File: config.mk
export PLATFORM = sky130hd
export DESIGN_NAME = l1d_top
export DESIGN_NICKNAME = d
export VERILOG_FILES = /design/src/rtl/l1d_pkg.sv /design/src/rtl/l1d_top.sv /design/src/rtl/l1d_ctrl.sv /design/src/rtl/l1d_ways.sv
export SDC_FILE = /design/constraint.sdc
export NUM_CORES = 2
export LEC_CHECK = 0
export BUFFER_PORTS_ARGS = -buffer_cell sky130_fd_sc_hd__buf_4
export CAP_MARGIN = 10
export CORE_UTILIZATION = 35
export DETAILED_ROUTE_END_ITERATION = 6
export MAX_ROUTING_LAYER = met4
export PLACE_DENSITY_LB_ADDON = 0.2
export SYNTH_ARGS = -nofsm -noshare
export SYNTH_HDL_FRONTEND = slang
export SYNTH_SLANG_ARGS = --single-unit
File: constraint.sdc
create_clock -name clk_i -period 14.77 [get_ports clk_i]
set_input_delay 0 -clock clk_i [delete_from_list [all_inputs] [get_ports clk_i]]
set_output_delay 0 -clock clk_i [all_outputs]
set_load 0.05 [all_outputs]
File: src/rtl/l1d_pkg.sv
`default_nettype none

package l1d_pkg;

    localparam int ADDR_W         = 32;
    localparam int WORD_W         = 32;
    localparam int WORDS_PER_LINE = 4;
    localparam int LINE_W         = WORDS_PER_LINE * WORD_W;
    localparam int NUM_SETS       = 8;
    localparam int NUM_WAYS       = 2;

    // Address split, low end first
    localparam int OFFSET_W = $clog2(WORD_W / 8);
    localparam int WSEL_W   = $clog2(WORDS_PER_LINE);
    localparam int INDEX_W  = $clog2(NUM_SETS);
    localparam int TAG_W    = ADDR_W - INDEX_W - WSEL_W - OFFSET_W;
    localparam int WAY_W    = $clog2(NUM_WAYS);

    typedef enum logic [2:0] {
        IDLE,
        LOOKUP,
        WRITEBACK,
        REFILL_REQ,
        REFILL_WAIT,
        RESPOND
    } l1d_state_e;

    function automatic logic [TAG_W-1:0] addr_tag(input logic [ADDR_W-1:0] addr);
        return addr[ADDR_W-1 -: TAG_W];
    endfunction

    function automatic logic [INDEX_W-1:0] addr_index(input logic [ADDR_W-1:0] addr);
        return addr[OFFSET_W + WSEL_W +: INDEX_W];
    endfunction

    function automatic logic [WSEL_W-1:0] addr_wsel(input logic [ADDR_W-1:0] addr);
        return addr[OFFSET_W +: WSEL_W];
    endfunction

    // Line aligned address of a cached line
    function automatic logic [ADDR_W-1:0] line_addr(input logic [TAG_W-1:0] tag,
                                                    input logic [INDEX_W-1:0] index);
        return {tag, index, {(WSEL_W + OFFSET_W){1'b0}}};
    endfunction

endpackage

`default_nettype wire
File: src/rtl/l1d_top.sv
`timescale 1ns/1ps
`default_nettype none

module l1d_top
    import l1d_pkg::*;
(
    input  wire                clk_i,
    input  wire                rstn_i,

    input  wire                req_valid_i,
    output logic               req_ready_o,
    input  wire                req_write_i,
    input  wire  [ADDR_W-1:0]  req_addr_i,
    input  wire  [WORD_W-1:0]  req_wdata_i,
    output logic               rsp_valid_o,
    output logic [WORD_W-1:0]  rsp_rdata_o,
    input  wire                rsp_ready_i,

    output logic               mem_req_valid_o,
    input  wire                mem_req_ready_i,
    output logic               mem_req_write_o,
    output logic [ADDR_W-1:0]  mem_req_addr_o,
    output logic [LINE_W-1:0]  mem_req_wdata_o,
    input  wire                mem_rsp_valid_i,
    input  wire  [LINE_W-1:0]  mem_rsp_rdata_i,
    output logic               mem_rsp_ready_o
);

    logic               rd_en;
    logic [INDEX_W-1:0] rd_index;
    logic [TAG_W-1:0]   rd_tag;
    logic               wr_en;
    logic [WAY_W-1:0]   wr_way;
    logic [INDEX_W-1:0] wr_index;
    logic [TAG_W-1:0]   wr_tag;
    logic [LINE_W-1:0]  wr_line;
    logic               set_dirty;
    logic               refill_done;
    logic               hit;
    logic [WAY_W-1:0]   hit_way;
    logic [LINE_W-1:0]  hit_line;
    logic [WAY_W-1:0]   victim_way;
    logic               victim_dirty;
    logic [TAG_W-1:0]   victim_tag;
    logic [LINE_W-1:0]  victim_line;

    l1d_ctrl u_ctrl (
        .clk_i, .rstn_i,
        .req_valid_i, .req_ready_o, .req_write_i, .req_addr_i, .req_wdata_i,
        .rsp_valid_o, .rsp_rdata_o, .rsp_ready_i,
        .mem_req_valid_o, .mem_req_ready_i, .mem_req_write_o, .mem_req_addr_o,
        .mem_req_wdata_o, .mem_rsp_valid_i, .mem_rsp_rdata_i, .mem_rsp_ready_o,
        .hit_i(hit), .hit_way_i(hit_way), .hit_line_i(hit_line),
        .victim_way_i(victim_way), .victim_dirty_i(victim_dirty),
        .victim_tag_i(victim_tag), .victim_line_i(victim_line),
        .rd_en_o(rd_en), .rd_index_o(rd_index), .rd_tag_o(rd_tag),
        .wr_en_o(wr_en), .wr_way_o(wr_way), .wr_index_o(wr_index), .wr_tag_o(wr_tag),
        .wr_line_o(wr_line), .set_dirty_o(set_dirty), .refill_done_o(refill_done)
    );

    l1d_ways u_ways (
        .clk_i, .rstn_i,
        .rd_en_i(rd_en), .rd_index_i(rd_index), .rd_tag_i(rd_tag),
        .wr_en_i(wr_en), .wr_way_i(wr_way), .wr_index_i(wr_index), .wr_tag_i(wr_tag),
        .wr_line_i(wr_line), .set_dirty_i(set_dirty), .refill_done_i(refill_done),
        .hit_o(hit), .hit_way_o(hit_way), .hit_line_o(hit_line),
        .victim_way_o(victim_way), .victim_dirty_o(victim_dirty),
        .victim_tag_o(victim_tag), .victim_line_o(victim_line)
    );

endmodule

`default_nettype wire

File: src/rtl/l1d_ctrl.sv
`timescale 1ns/1ps
`default_nettype none

module l1d_ctrl
    import l1d_pkg::*;
(
    input  wire                clk_i,
    input  wire                rstn_i,

    input  wire                req_valid_i,
    output logic               req_ready_o,
    input  wire                req_write_i,
    input  wire  [ADDR_W-1:0]  req_addr_i,
    input  wire  [WORD_W-1:0]  req_wdata_i,
    output logic               rsp_valid_o,
    output logic [WORD_W-1:0]  rsp_rdata_o,
    input  wire                rsp_ready_i,

    output logic               mem_req_valid_o,
    input  wire                mem_req_ready_i,
    output logic               mem_req_write_o,
    output logic [ADDR_W-1:0]  mem_req_addr_o,
    output logic [LINE_W-1:0]  mem_req_wdata_o,
    input  wire                mem_rsp_valid_i,
    input  wire  [LINE_W-1:0]  mem_rsp_rdata_i,
    output logic               mem_rsp_ready_o,

    input  wire                hit_i,
    input  wire  [WAY_W-1:0]   hit_way_i,
    input  wire  [LINE_W-1:0]  hit_line_i,
    input  wire  [WAY_W-1:0]   victim_way_i,
    input  wire                victim_dirty_i,
    input  wire  [TAG_W-1:0]   victim_tag_i,
    input  wire  [LINE_W-1:0]  victim_line_i,

    output logic               rd_en_o,
    output logic [INDEX_W-1:0] rd_index_o,
    output logic [TAG_W-1:0]   rd_tag_o,
    output logic               wr_en_o,
    output logic [WAY_W-1:0]   wr_way_o,
    output logic [INDEX_W-1:0] wr_index_o,
    output logic [TAG_W-1:0]   wr_tag_o,
    output logic [LINE_W-1:0]  wr_line_o,
    output logic               set_dirty_o,
    output logic               refill_done_o
);

    l1d_state_e         state_q;
    l1d_state_e         state_d;
    logic               req_pend_q;
    logic               req_write_q;
    logic [ADDR_W-1:0]  req_addr_q;
    logic [WORD_W-1:0]  req_wdata_q;
    logic [WORD_W-1:0]  rsp_data_q;
    logic               req_fire;
    logic [TAG_W-1:0]   req_tag;
    logic [INDEX_W-1:0] req_index;
    logic [WSEL_W-1:0]  req_wsel;

    function automatic logic [LINE_W-1:0] merge_word(input logic [LINE_W-1:0] line,
                                                     input logic [WSEL_W-1:0] wsel,
                                                     input logic [WORD_W-1:0] data);
        logic [LINE_W-1:0] merged;
        merged = line;
        merged[wsel*WORD_W +: WORD_W] = data;
        return merged;
    endfunction

    assign req_tag   = addr_tag(req_addr_q);
    assign req_index = addr_index(req_addr_q);
    assign req_wsel  = addr_wsel(req_addr_q);

    // A captured request spends one IDLE cycle issuing the set read
    assign req_ready_o = (state_q == IDLE) && !req_pend_q;
    assign req_fire    = req_valid_i && req_ready_o;
    assign rd_en_o     = (state_q == IDLE) && req_pend_q;
    assign rd_index_o  = req_index;
    assign rd_tag_o    = req_tag;
    assign wr_index_o  = req_index;
    assign wr_tag_o    = req_tag;

    assign rsp_valid_o = (state_q == RESPOND);
    assign rsp_rdata_o = rsp_data_q;

    // Victim outputs stay put until the refill lands, so they drive the write-back directly
    assign mem_req_valid_o = (state_q == WRITEBACK) || (state_q == REFILL_REQ);
    assign mem_req_write_o = (state_q == WRITEBACK);
    assign mem_req_addr_o  = (state_q == WRITEBACK) ? line_addr(victim_tag_i, req_index)
                                                    : line_addr(req_tag, req_index);
    assign mem_req_wdata_o = victim_line_i;
    assign mem_rsp_ready_o = (state_q == REFILL_WAIT);

    always_comb begin
        state_d       = state_q;
        wr_en_o       = 1'b0;
        wr_way_o      = hit_way_i;
        wr_line_o     = merge_word(hit_line_i, req_wsel, req_wdata_q);
        set_dirty_o   = 1'b0;
        refill_done_o = 1'b0;
        case (state_q)
            IDLE: begin
                if (req_pend_q) begin
                    state_d = LOOKUP;
                end
            end
            LOOKUP: begin
                if (hit_i && req_write_q) begin
                    wr_en_o     = 1'b1;
                    set_dirty_o = 1'b1;
                    state_d     = IDLE;
                end else if (hit_i) begin
                    state_d = RESPOND;
                end else if (victim_dirty_i) begin
                    state_d = WRITEBACK;
                end else begin
                    state_d = REFILL_REQ;
                end
            end
            WRITEBACK: begin
                if (mem_req_ready_i) begin
                    state_d = REFILL_REQ;
                end
            end
            REFILL_REQ: begin
                if (mem_req_ready_i) begin
                    state_d = REFILL_WAIT;
                end
            end
            REFILL_WAIT: begin
                if (mem_rsp_valid_i) begin
                    wr_en_o       = 1'b1;
                    wr_way_o      = victim_way_i;
                    wr_line_o     = req_write_q ? merge_word(mem_rsp_rdata_i, req_wsel, req_wdata_q)
                                                : mem_rsp_rdata_i;
                    set_dirty_o   = req_write_q;
                    refill_done_o = 1'b1;
                    state_d       = LOOKUP;
                end
            end
            RESPOND: begin
                if (rsp_ready_i) begin
                    state_d = IDLE;
                end
            end
            default: state_d = IDLE;
        endcase
    end

    always_ff @(posedge clk_i) begin
        if (!rstn_i) begin
            state_q    <= IDLE;
            req_pend_q <= 1'b0;
        end else begin
            state_q <= state_d;
            if (req_fire) begin
                req_pend_q <= 1'b1;
            end else if (rd_en_o) begin
                req_pend_q <= 1'b0;
            end
        end
    end

    always_ff @(posedge clk_i) begin
        if (req_fire) begin
            req_write_q <= req_write_i;
            req_addr_q  <= req_addr_i;
            req_wdata_q <= req_wdata_i;
        end
        if ((state_q == LOOKUP) && hit_i && !req_write_q) begin
            rsp_data_q <= hit_line_i[req_wsel*WORD_W +: WORD_W];
        end
    end

endmodule

`default_nettype wire

File: src/rtl/l1d_ways.sv
`timescale 1ns/1ps
`default_nettype none

module l1d_ways
    import l1d_pkg::*;
(
    input  wire                clk_i,
    input  wire                rstn_i,

    input  wire                rd_en_i,
    input  wire  [INDEX_W-1:0] rd_index_i,
    input  wire  [TAG_W-1:0]   rd_tag_i,

    input  wire                wr_en_i,
    input  wire  [WAY_W-1:0]   wr_way_i,
    input  wire  [INDEX_W-1:0] wr_index_i,
    input  wire  [TAG_W-1:0]   wr_tag_i,
    input  wire  [LINE_W-1:0]  wr_line_i,
    input  wire                set_dirty_i,
    input  wire                refill_done_i,

    output logic               hit_o,
    output logic [WAY_W-1:0]   hit_way_o,
    output logic [LINE_W-1:0]  hit_line_o,
    output logic [WAY_W-1:0]   victim_way_o,
    output logic               victim_dirty_o,
    output logic [TAG_W-1:0]   victim_tag_o,
    output logic [LINE_W-1:0]  victim_line_o
);

    logic [TAG_W-1:0]    tag_mem  [NUM_WAYS][NUM_SETS];
    logic [LINE_W-1:0]   line_mem [NUM_WAYS][NUM_SETS];
    logic [NUM_WAYS-1:0] valid_q  [NUM_SETS];
    logic [NUM_WAYS-1:0] dirty_q  [NUM_SETS];
    logic [INDEX_W-1:0]  rd_index_q;
    logic [TAG_W-1:0]    rd_tag_q;
    logic [WAY_W-1:0]    repl_q;

    always_ff @(posedge clk_i) begin
        if (wr_en_i) begin
            tag_mem[wr_way_i][wr_index_i]  <= wr_tag_i;
            line_mem[wr_way_i][wr_index_i] <= wr_line_i;
        end
    end

    // Set address is captured once and held for the whole lookup and miss sequence
    always_ff @(posedge clk_i) begin
        if (rd_en_i) begin
            rd_index_q <= rd_index_i;
            rd_tag_q   <= rd_tag_i;
        end
    end

    always_ff @(posedge clk_i) begin
        if (!rstn_i) begin
            for (int s = 0; s < NUM_SETS; s++) begin
                valid_q[s] <= '0;
                dirty_q[s] <= '0;
            end
            repl_q <= '0;
        end else begin
            if (refill_done_i) begin
                valid_q[wr_index_i][wr_way_i] <= 1'b1;
                dirty_q[wr_index_i][wr_way_i] <= set_dirty_i;
                repl_q                        <= repl_q + 1'b1;
            end else if (set_dirty_i) begin
                dirty_q[wr_index_i][wr_way_i] <= 1'b1;
            end
        end
    end

    always_comb begin
        hit_o     = 1'b0;
        hit_way_o = '0;
        for (int w = 0; w < NUM_WAYS; w++) begin
            if (valid_q[rd_index_q][w] && (tag_mem[w][rd_index_q] == rd_tag_q)) begin
                hit_o     = 1'b1;
                hit_way_o = WAY_W'(w);
            end
        end
    end

    // Lowest invalid way wins, else the replacement pointer
    always_comb begin
        victim_way_o = repl_q;
        for (int w = NUM_WAYS - 1; w >= 0; w--) begin
            if (!valid_q[rd_index_q][w]) begin
                victim_way_o = WAY_W'(w);
            end
        end
    end

    assign hit_line_o     = line_mem[hit_way_o][rd_index_q];
    assign victim_dirty_o = dirty_q[rd_index_q][victim_way_o];
    assign victim_tag_o   = tag_mem[victim_way_o][rd_index_q];
    assign victim_line_o  = line_mem[victim_way_o][rd_index_q];

endmodule

`default_nettype wire

Yosys cells after proc, flatten, opt, wreduce, memory -nomap -nowiden
Memories as Yosys holds them, arrays and structs flattened. A register that Yosys moved wholly into a read port is not among the register bits.
Index checks and enable logic that the tools add are counted.

word-level totals
  flip-flop bits (word level) = 130
  RAM bits = 2480
  input port bits = 199
  output and inout port bits = 197
  logic and storage cells = 132
  memories = 4

memories
  name             words  width  read ports  clocked after memory_dff  wr ports  RTL line        source
  u_ways.line_mem  2      1024   2           0                         1         l1d_ways.sv:32  logic [LINE_W-1:0] line_mem [NUM_WAYS][NUM_SETS];
  u_ways.tag_mem   2      200    3           0                         1         l1d_ways.sv:31  logic [TAG_W-1:0] tag_mem [NUM_WAYS][NUM_SETS];
  u_ways.dirty_q   8      2      1           1                         8         l1d_ways.sv:34  logic [NUM_WAYS-1:0] dirty_q [NUM_SETS];
  u_ways.valid_q   8      2      1           1                         8         l1d_ways.sv:33  logic [NUM_WAYS-1:0] valid_q [NUM_SETS];

operators by class
  add/sub/neg operators = 2
  magnitude comparators = 6
  equal/unequal tests = 12
  shift-type cells = 3
  mux-type cells = 74
  bitwise gates (word level) = 4
  reduce and logical (&&, ||, !) cells = 18

operators by type and width
  kind                         number
  $mux W1024                   1
  $mux W128                    8
  $bmux W128 S3                2
  $demux W128 S3               1
  $bwmux W128                  2
  $bmux W25 S3                 3
  $mux W200                    1
  $mux W25                     7
  $shift A32 B34 Y128 const A  1
  $shiftx A128 B8 Y32          1
  $shiftx A32 B34 Y128         1
  $demux W25 S3                1
  $eq A25 B25 Y1               2
  $neg A7 Y34                  1
  $mux W3                      11
  $mux W32                     1
  $mux W1                      26
  $pmux W3 S6                  1
  $mux W2                      6
  $logic_and A1 B1 Y1          10
  $ge A4 B4 Y1 const B         2
  $not A3 Y4                   2
  $eq A3 B2 Y1 const B         2
  $eq A3 B3 Y1 const B         2
  16 further kinds             24

Logic depth before layout (Yosys ltp)
  word-level depth = 18
  gate-level depth with buffers = 18
  gate-level depth less buffers = 11

Cells and area by module
Synthesis repeated with hierarchy kept, for this count alone.

second synthesis, totals
  cells, all modules = 6479
  area, all modules = 123045.5 um^2

modules (own cells, without submodules)
  module    instances  cells each  area an instance (um^2)  seq. area each (um^2)
  l1d_ways  1          5404        113709.1                 75232.2
  l1d_ctrl  1          1075        9336.5                   2932.8

Worst setup path after synthesis
No wires, ideal clock.

  path kind = register to register
  start point = register u_ways.rd_index_q[0]
  end point = memory u_ways.line_mem[1][0] (netlist name), enable pin
  library setup time = 0.668 ns
  arrival = 9.758 ns
  data required time = 14.102 ns
  setup slack = 4.344 ns
  cell stages (with the launch flop) = 15
  buffers on the path = 6
  period minus slack after synthesis = 10.426 ns
  cell sequence = edfxtp_1 > buf_6 > buf_6 > nand4b_1 > o221ai_1 > or4_1 > a2111oi_0 > nand4bb_1 > nor4_4 > buf_4 > buf_4 > buf_2 > a31oi_1 > clkbuf_1 > nor2_1

on the way
  longest elaborated chain between the ends = 13
  elaborated cells between the ends (all ways) = 21
  those cells by class = eq/ne: 2; mux: 15; bitwise: 1; reduce/logical: 3

RTL lines
  item                                          RTL line         source
  start, declared                               l1d_ways.sv:35   logic [INDEX_W-1:0] rd_index_q;
  start signal, assigned                        l1d_ways.sv:49   rd_index_q <= rd_index_i;
  $not A3 Y4 (implied by the code) *            l1d_ways.sv:76   if (valid_q[rd_index_q][w] && (tag_mem[w][rd_index_q] == rd_tag_q)) begin
  $bmux W25 S3                                  l1d_ways.sv:76
  $mux W25 (implied by the code) (2 in series)  l1d_ways.sv:76
  $eq A25 B25 Y1                                l1d_ways.sv:76
  $logic_and A1 B1 Y1                           l1d_ways.sv:76
  $mux W1 (2 in series)                         l1d_ways.sv:76
  $logic_and A1 B1 Y1                           l1d_ctrl.sv:107  if (hit_i && req_write_q) begin
  $mux W1                                       l1d_ctrl.sv:107
  $pmux W1 S2                                   l1d_ctrl.sv:100  case (state_q)
  $mux W1                                       l1d_ways.sv:40   if (wr_en_i) begin
  $mux W1024 (implied by the code)              l1d_ways.sv:42   line_mem[wr_way_i][wr_index_i] <= wr_line_i;
  end, declared                                 l1d_ways.sv:32

Mark *: on every way between the ends. The rest lies on a longest branch, timed or not. The select of a mux whose other input is x is not followed.

Worst setup path after layout
  start point = register u_ways.rd_index_q[1]
  end point = memory u_ways.line_mem[0][975] (netlist name) (data pin)

on the way
  longest elaborated chain between the ends = 14

RTL lines
  item                                             RTL line                        source
  $not A3 Y4 (implied by the code) *               l1d_ways.sv:76, l1d_ways.sv:93
  $bmux W25 S3                                     l1d_ways.sv:76
  $mux W25 (implied by the code) (2 in series)     l1d_ways.sv:76
  $eq A25 B25 Y1                                   l1d_ways.sv:76
  $logic_and A1 B1 Y1                              l1d_ways.sv:76
  $mux W1                                          l1d_ways.sv:76
  $mem_v2 Z2 W1024                                 --
  $bmux W128 S3 *                                  l1d_ways.sv:93                  assign hit_line_o = line_mem[hit_way_o][rd_index_q];
  $mux W128 (implied by the code) * (2 in series)  l1d_ways.sv:93
  $bwmux W128 *                                    l1d_ctrl.sv:65                  merged[wsel*WORD_W +: WORD_W] = data;
  $mux W128                                        l1d_ctrl.sv:130                 if (mem_rsp_valid_i) begin
  $mux W128 *                                      l1d_ctrl.sv:100
  named net u_ctrl.wr_line_o[79]                   l1d_ctrl.sv:43                  output logic [LINE_W-1:0] wr_line_o,

The timed path passes the listed nets; every way through them passes the cells marked *. The select of a mux whose other input is x is not followed.

==> impl_metrics.ini <==
[route]
drt_iter0_markers = 8716
wl_per_cell_um = 37.5
drtPass1Iterations = 6
drtAntennaViolNets = 0
drt_wl_total_um = 421000
vias = 69358
drcViolationCount = 0
vias_per_cell = 6.18

[clock_tree]
cts_tree = built
root_buffer = clkbuf_16
cts.sinks = 2611
cts.repair.resized = 0
post_cts_buffers = 0
cts_buffer_depth = 4
clk_latency_ps = 910
hold_buffers = 202
cts_buffers = 299
htreeDepth = 5
cts.clk_slew.worst_paths_ps = 60

[synthesis]
synth_flop_cell = edfxtp_1
synth_seq_cells = 2611
synthCells = 5873
synth_seq_area_share_pct = 65.8
synth-edff-count = 2587
synth_top_area_share_pct = 65.4
synthArstFlopShare_pct = 0
netlist_area_um2 = 119000
avgSynthCellArea_um2 = 20.2
synth_top_area_cell = edfxtp_1
synth.distinct_cells = 71
synth.area.top_cells = edfxtp_1, mux4_2, a22oi_1
yosys_warnings = 0

[timing]
setup_viol = 0
hold_violations = 0
worst_slew_pin_slew_ps = 1290
max_freq_ghz = 0.109
relSlewSlack_pct = 14.2
slew_violations = 0
period_needed_ps = 9200
rsz0062_at_grt = false
setup_ws_ps = 5570
fin_crit_sh_pct = 62.3
final.setup_skew_ps = 47.0
fin_setup_tns_ps = 0

[job]
maxCapViolCount = 0

[global_routing]
antenna_found_initial = 28
grt_max_degree = 125
track_usage_pct = 25.1
grt_pass1_wl_um = 577000
overflow = 0
grt_pass1_vias = 70349

[power]
clock_power_share_pct = 35.2
p_int_w = 0.0142
switchingPower_w = 0.00608
p_leak_nw = 43.8
vdd_drop_max_mv = 0.111
swShare_pct = 30.0
combPwrFrac_pct = 20.0
powerDensity_nw_per_um2 = 146
seqPwrFrac_pct = 44.8

[die]
num_io_pins = 396
row_count = 213
die_y_um = 584
start_util_pct = 35.2
die-area_um2 = 342000
dieWidth_um = 584
core_area_um2 = 337000

[critical_path]
crit_path_max_fanout = 96
end_kind = flop
critical_path_arrival_ps = 9770
critical_path_class = reg2reg
critPathLaunchType = flop
cp.required_ps = 15340

[placed_design]
place_congestion = 0.814
dp_slack_ps = 5520
portBuffers = 389
dp.cells = 10469
hpwl_um = 247000

[final_layout]
drive_gt1_share_pct = 34.8
fin_cells = 11216
fillers = 29684
syn2layout_area_growth_pct = 16.6
nNetsFinal = 6665

[run_status]
status = completed

[worst_hold_path]
hold_path.class = in2reg
-- power by group through the flow --
stage | logic [W] | clock network, W | registers, W
after floorplan | 0.00236 | 0 | 0.00910
after global placement | 0.00396 | 0 | 0.00920
after detailed placement | 0.00401 | 0 | 0.00922
after CTS | 0.00406 | 0.00723 | 0.00906
after global routing | 0.00424 | 0.00749 | 0.00907
final | 0.00405 | 0.00712 | 0.00906
-- final timing paths --
path         slack [ps]                 endpoint  cells after the start                 start
min reg2reg         460     u_ways.valid_q[3][1]                      1  u_ways.valid_q[3][1]
max reg2reg        5570  u_ways.line_mem[0][975]                     16  u_ways.rd_index_q[1]
min                  40  u_ways.line_mem[1][874]                      3  mem_rsp_rdata_i[106]
max                5570  u_ways.line_mem[0][975]                     16  u_ways.rd_index_q[1]
-- critical path, cell delays in order, from the launching register on --
cell and delay [ps]:
edfxtp_1 380, buf_12 490, buf_4 820, nand2_1 850, nor2_1 370, o31ai_1 160, a2111oi_0 530, nand4bb_1 240
nor4_4 810, buf_4 770, buf_4 760, buf_4 720, mux2i_1 170, o22a_1 230, o211ai_1 340, a221oi_1 140
nor2_1 790
-- per-layer routing --
layer,part of all wire [%],track usage (%),vias up
met2,48,39.2,3578
li1,-,-,26892
met5,0,-,-
met4,4.3,9.34,0
met3,8.6,4.75,684
met1,39,32.5,38204
-- through the flow --
step                instance area (um^2)  total power, W  utilization (%)  hold WS, ps
global route                      138000          0.0208             41.1         56.6
CTS                               138000          0.0203             41.0         3.08
floorplan                         119000          0.0115                -         98.9
finish                            138000          0.0202             41.1         43.6
detailed placement                127000          0.0132             37.7          179
global placement                  127000          0.0132             37.7          179
-- area by class of cell --
type                    count  area [um^2]  area share [%]
diodes                     11         27.5          0.0199
flip-flops and latches   2611        78200            56.5
repair buffers            778         6620            4.78
clock buffers             373         7930            5.73
inverters                  29          116          0.0841
clock inverters           157         1260           0.912
multi-input cells        2742        38700            27.9
well taps                4515         5650            4.08
-- flip-flops by register name, summed over array words and instances (netlist names), named ones only --
register	flops
u_ways.repl_q	1
u_ctrl.state_q	3
u_ctrl.req_addr_q	30
u_ways.rd_tag_q	25
u_ctrl.rsp_rdata_o	32
u_ways.valid_q	16
u_ctrl.req_wdata_q	32
u_ways.tag_mem	400
u_ctrl.req_pend_q	1
u_ctrl.req_write_q	1
u_ways.line_mem	2048
u_ways.rd_index_q	3
u_ways.dirty_q	16
-- cell families after synthesis --
logic type,synth area share [%]
adder cells (fa/ha/maj),0.0527
buffers and inverters,1.85
multiplexers,25.3
flip-flops,65.8
XOR/XNOR,0.325
AND/OR/NAND/NOR,2.19
AO/OA/AOI/OAI,4.45
other,0.00316
-- cells in the final DEF, fill, tap and decap left out, types with 12 or more instances in the layout --
master,instances
edfxtp_1,2587
mux4_2,1275
buf_4,552
clkbuf_16,307
nand2_1,286
a22oi_1,269
dlygate4sd3_1,204
a221oi_1,182
nor2_1,143
mux2i_1,107
clkinv_1,66
clkbuf_1,66
clkinv_2,48
a21oi_1,39
xnor2_1,36
o21ai_0,35
o22ai_1,27
inv_1,26
a211oi_1,25
dfxtp_1,24
nor2_4,23
mux2_2,21
o21a_1,21
buf_12,21
nor2b_1,18
nand2b_1,18
nand4_1,15
bufinv_16,15
a32oi_1,14
nor3_1,13
nor4_1,13
o22a_1,12
o211ai_1,12
-- synthesized netlist by cell type, drive strengths merged, types with 15 or more instances --
cell type / n
a211oi: 25
a21oi: 39
a221oi: 182
a22oi: 269
buf: 200
clkbuf: 294
dfxtp: 24
edfxtp: 2587
inv: 29
mux2: 22
mux2i: 107
mux4: 1275
nand2: 291
nand2b: 19
nand4: 15
nor2: 166
nor2b: 20
nor4: 17
o21a: 21
o21ai: 38
o22ai: 27
xnor2: 36
Note: power is estimated with default switching activity, not from simulation.
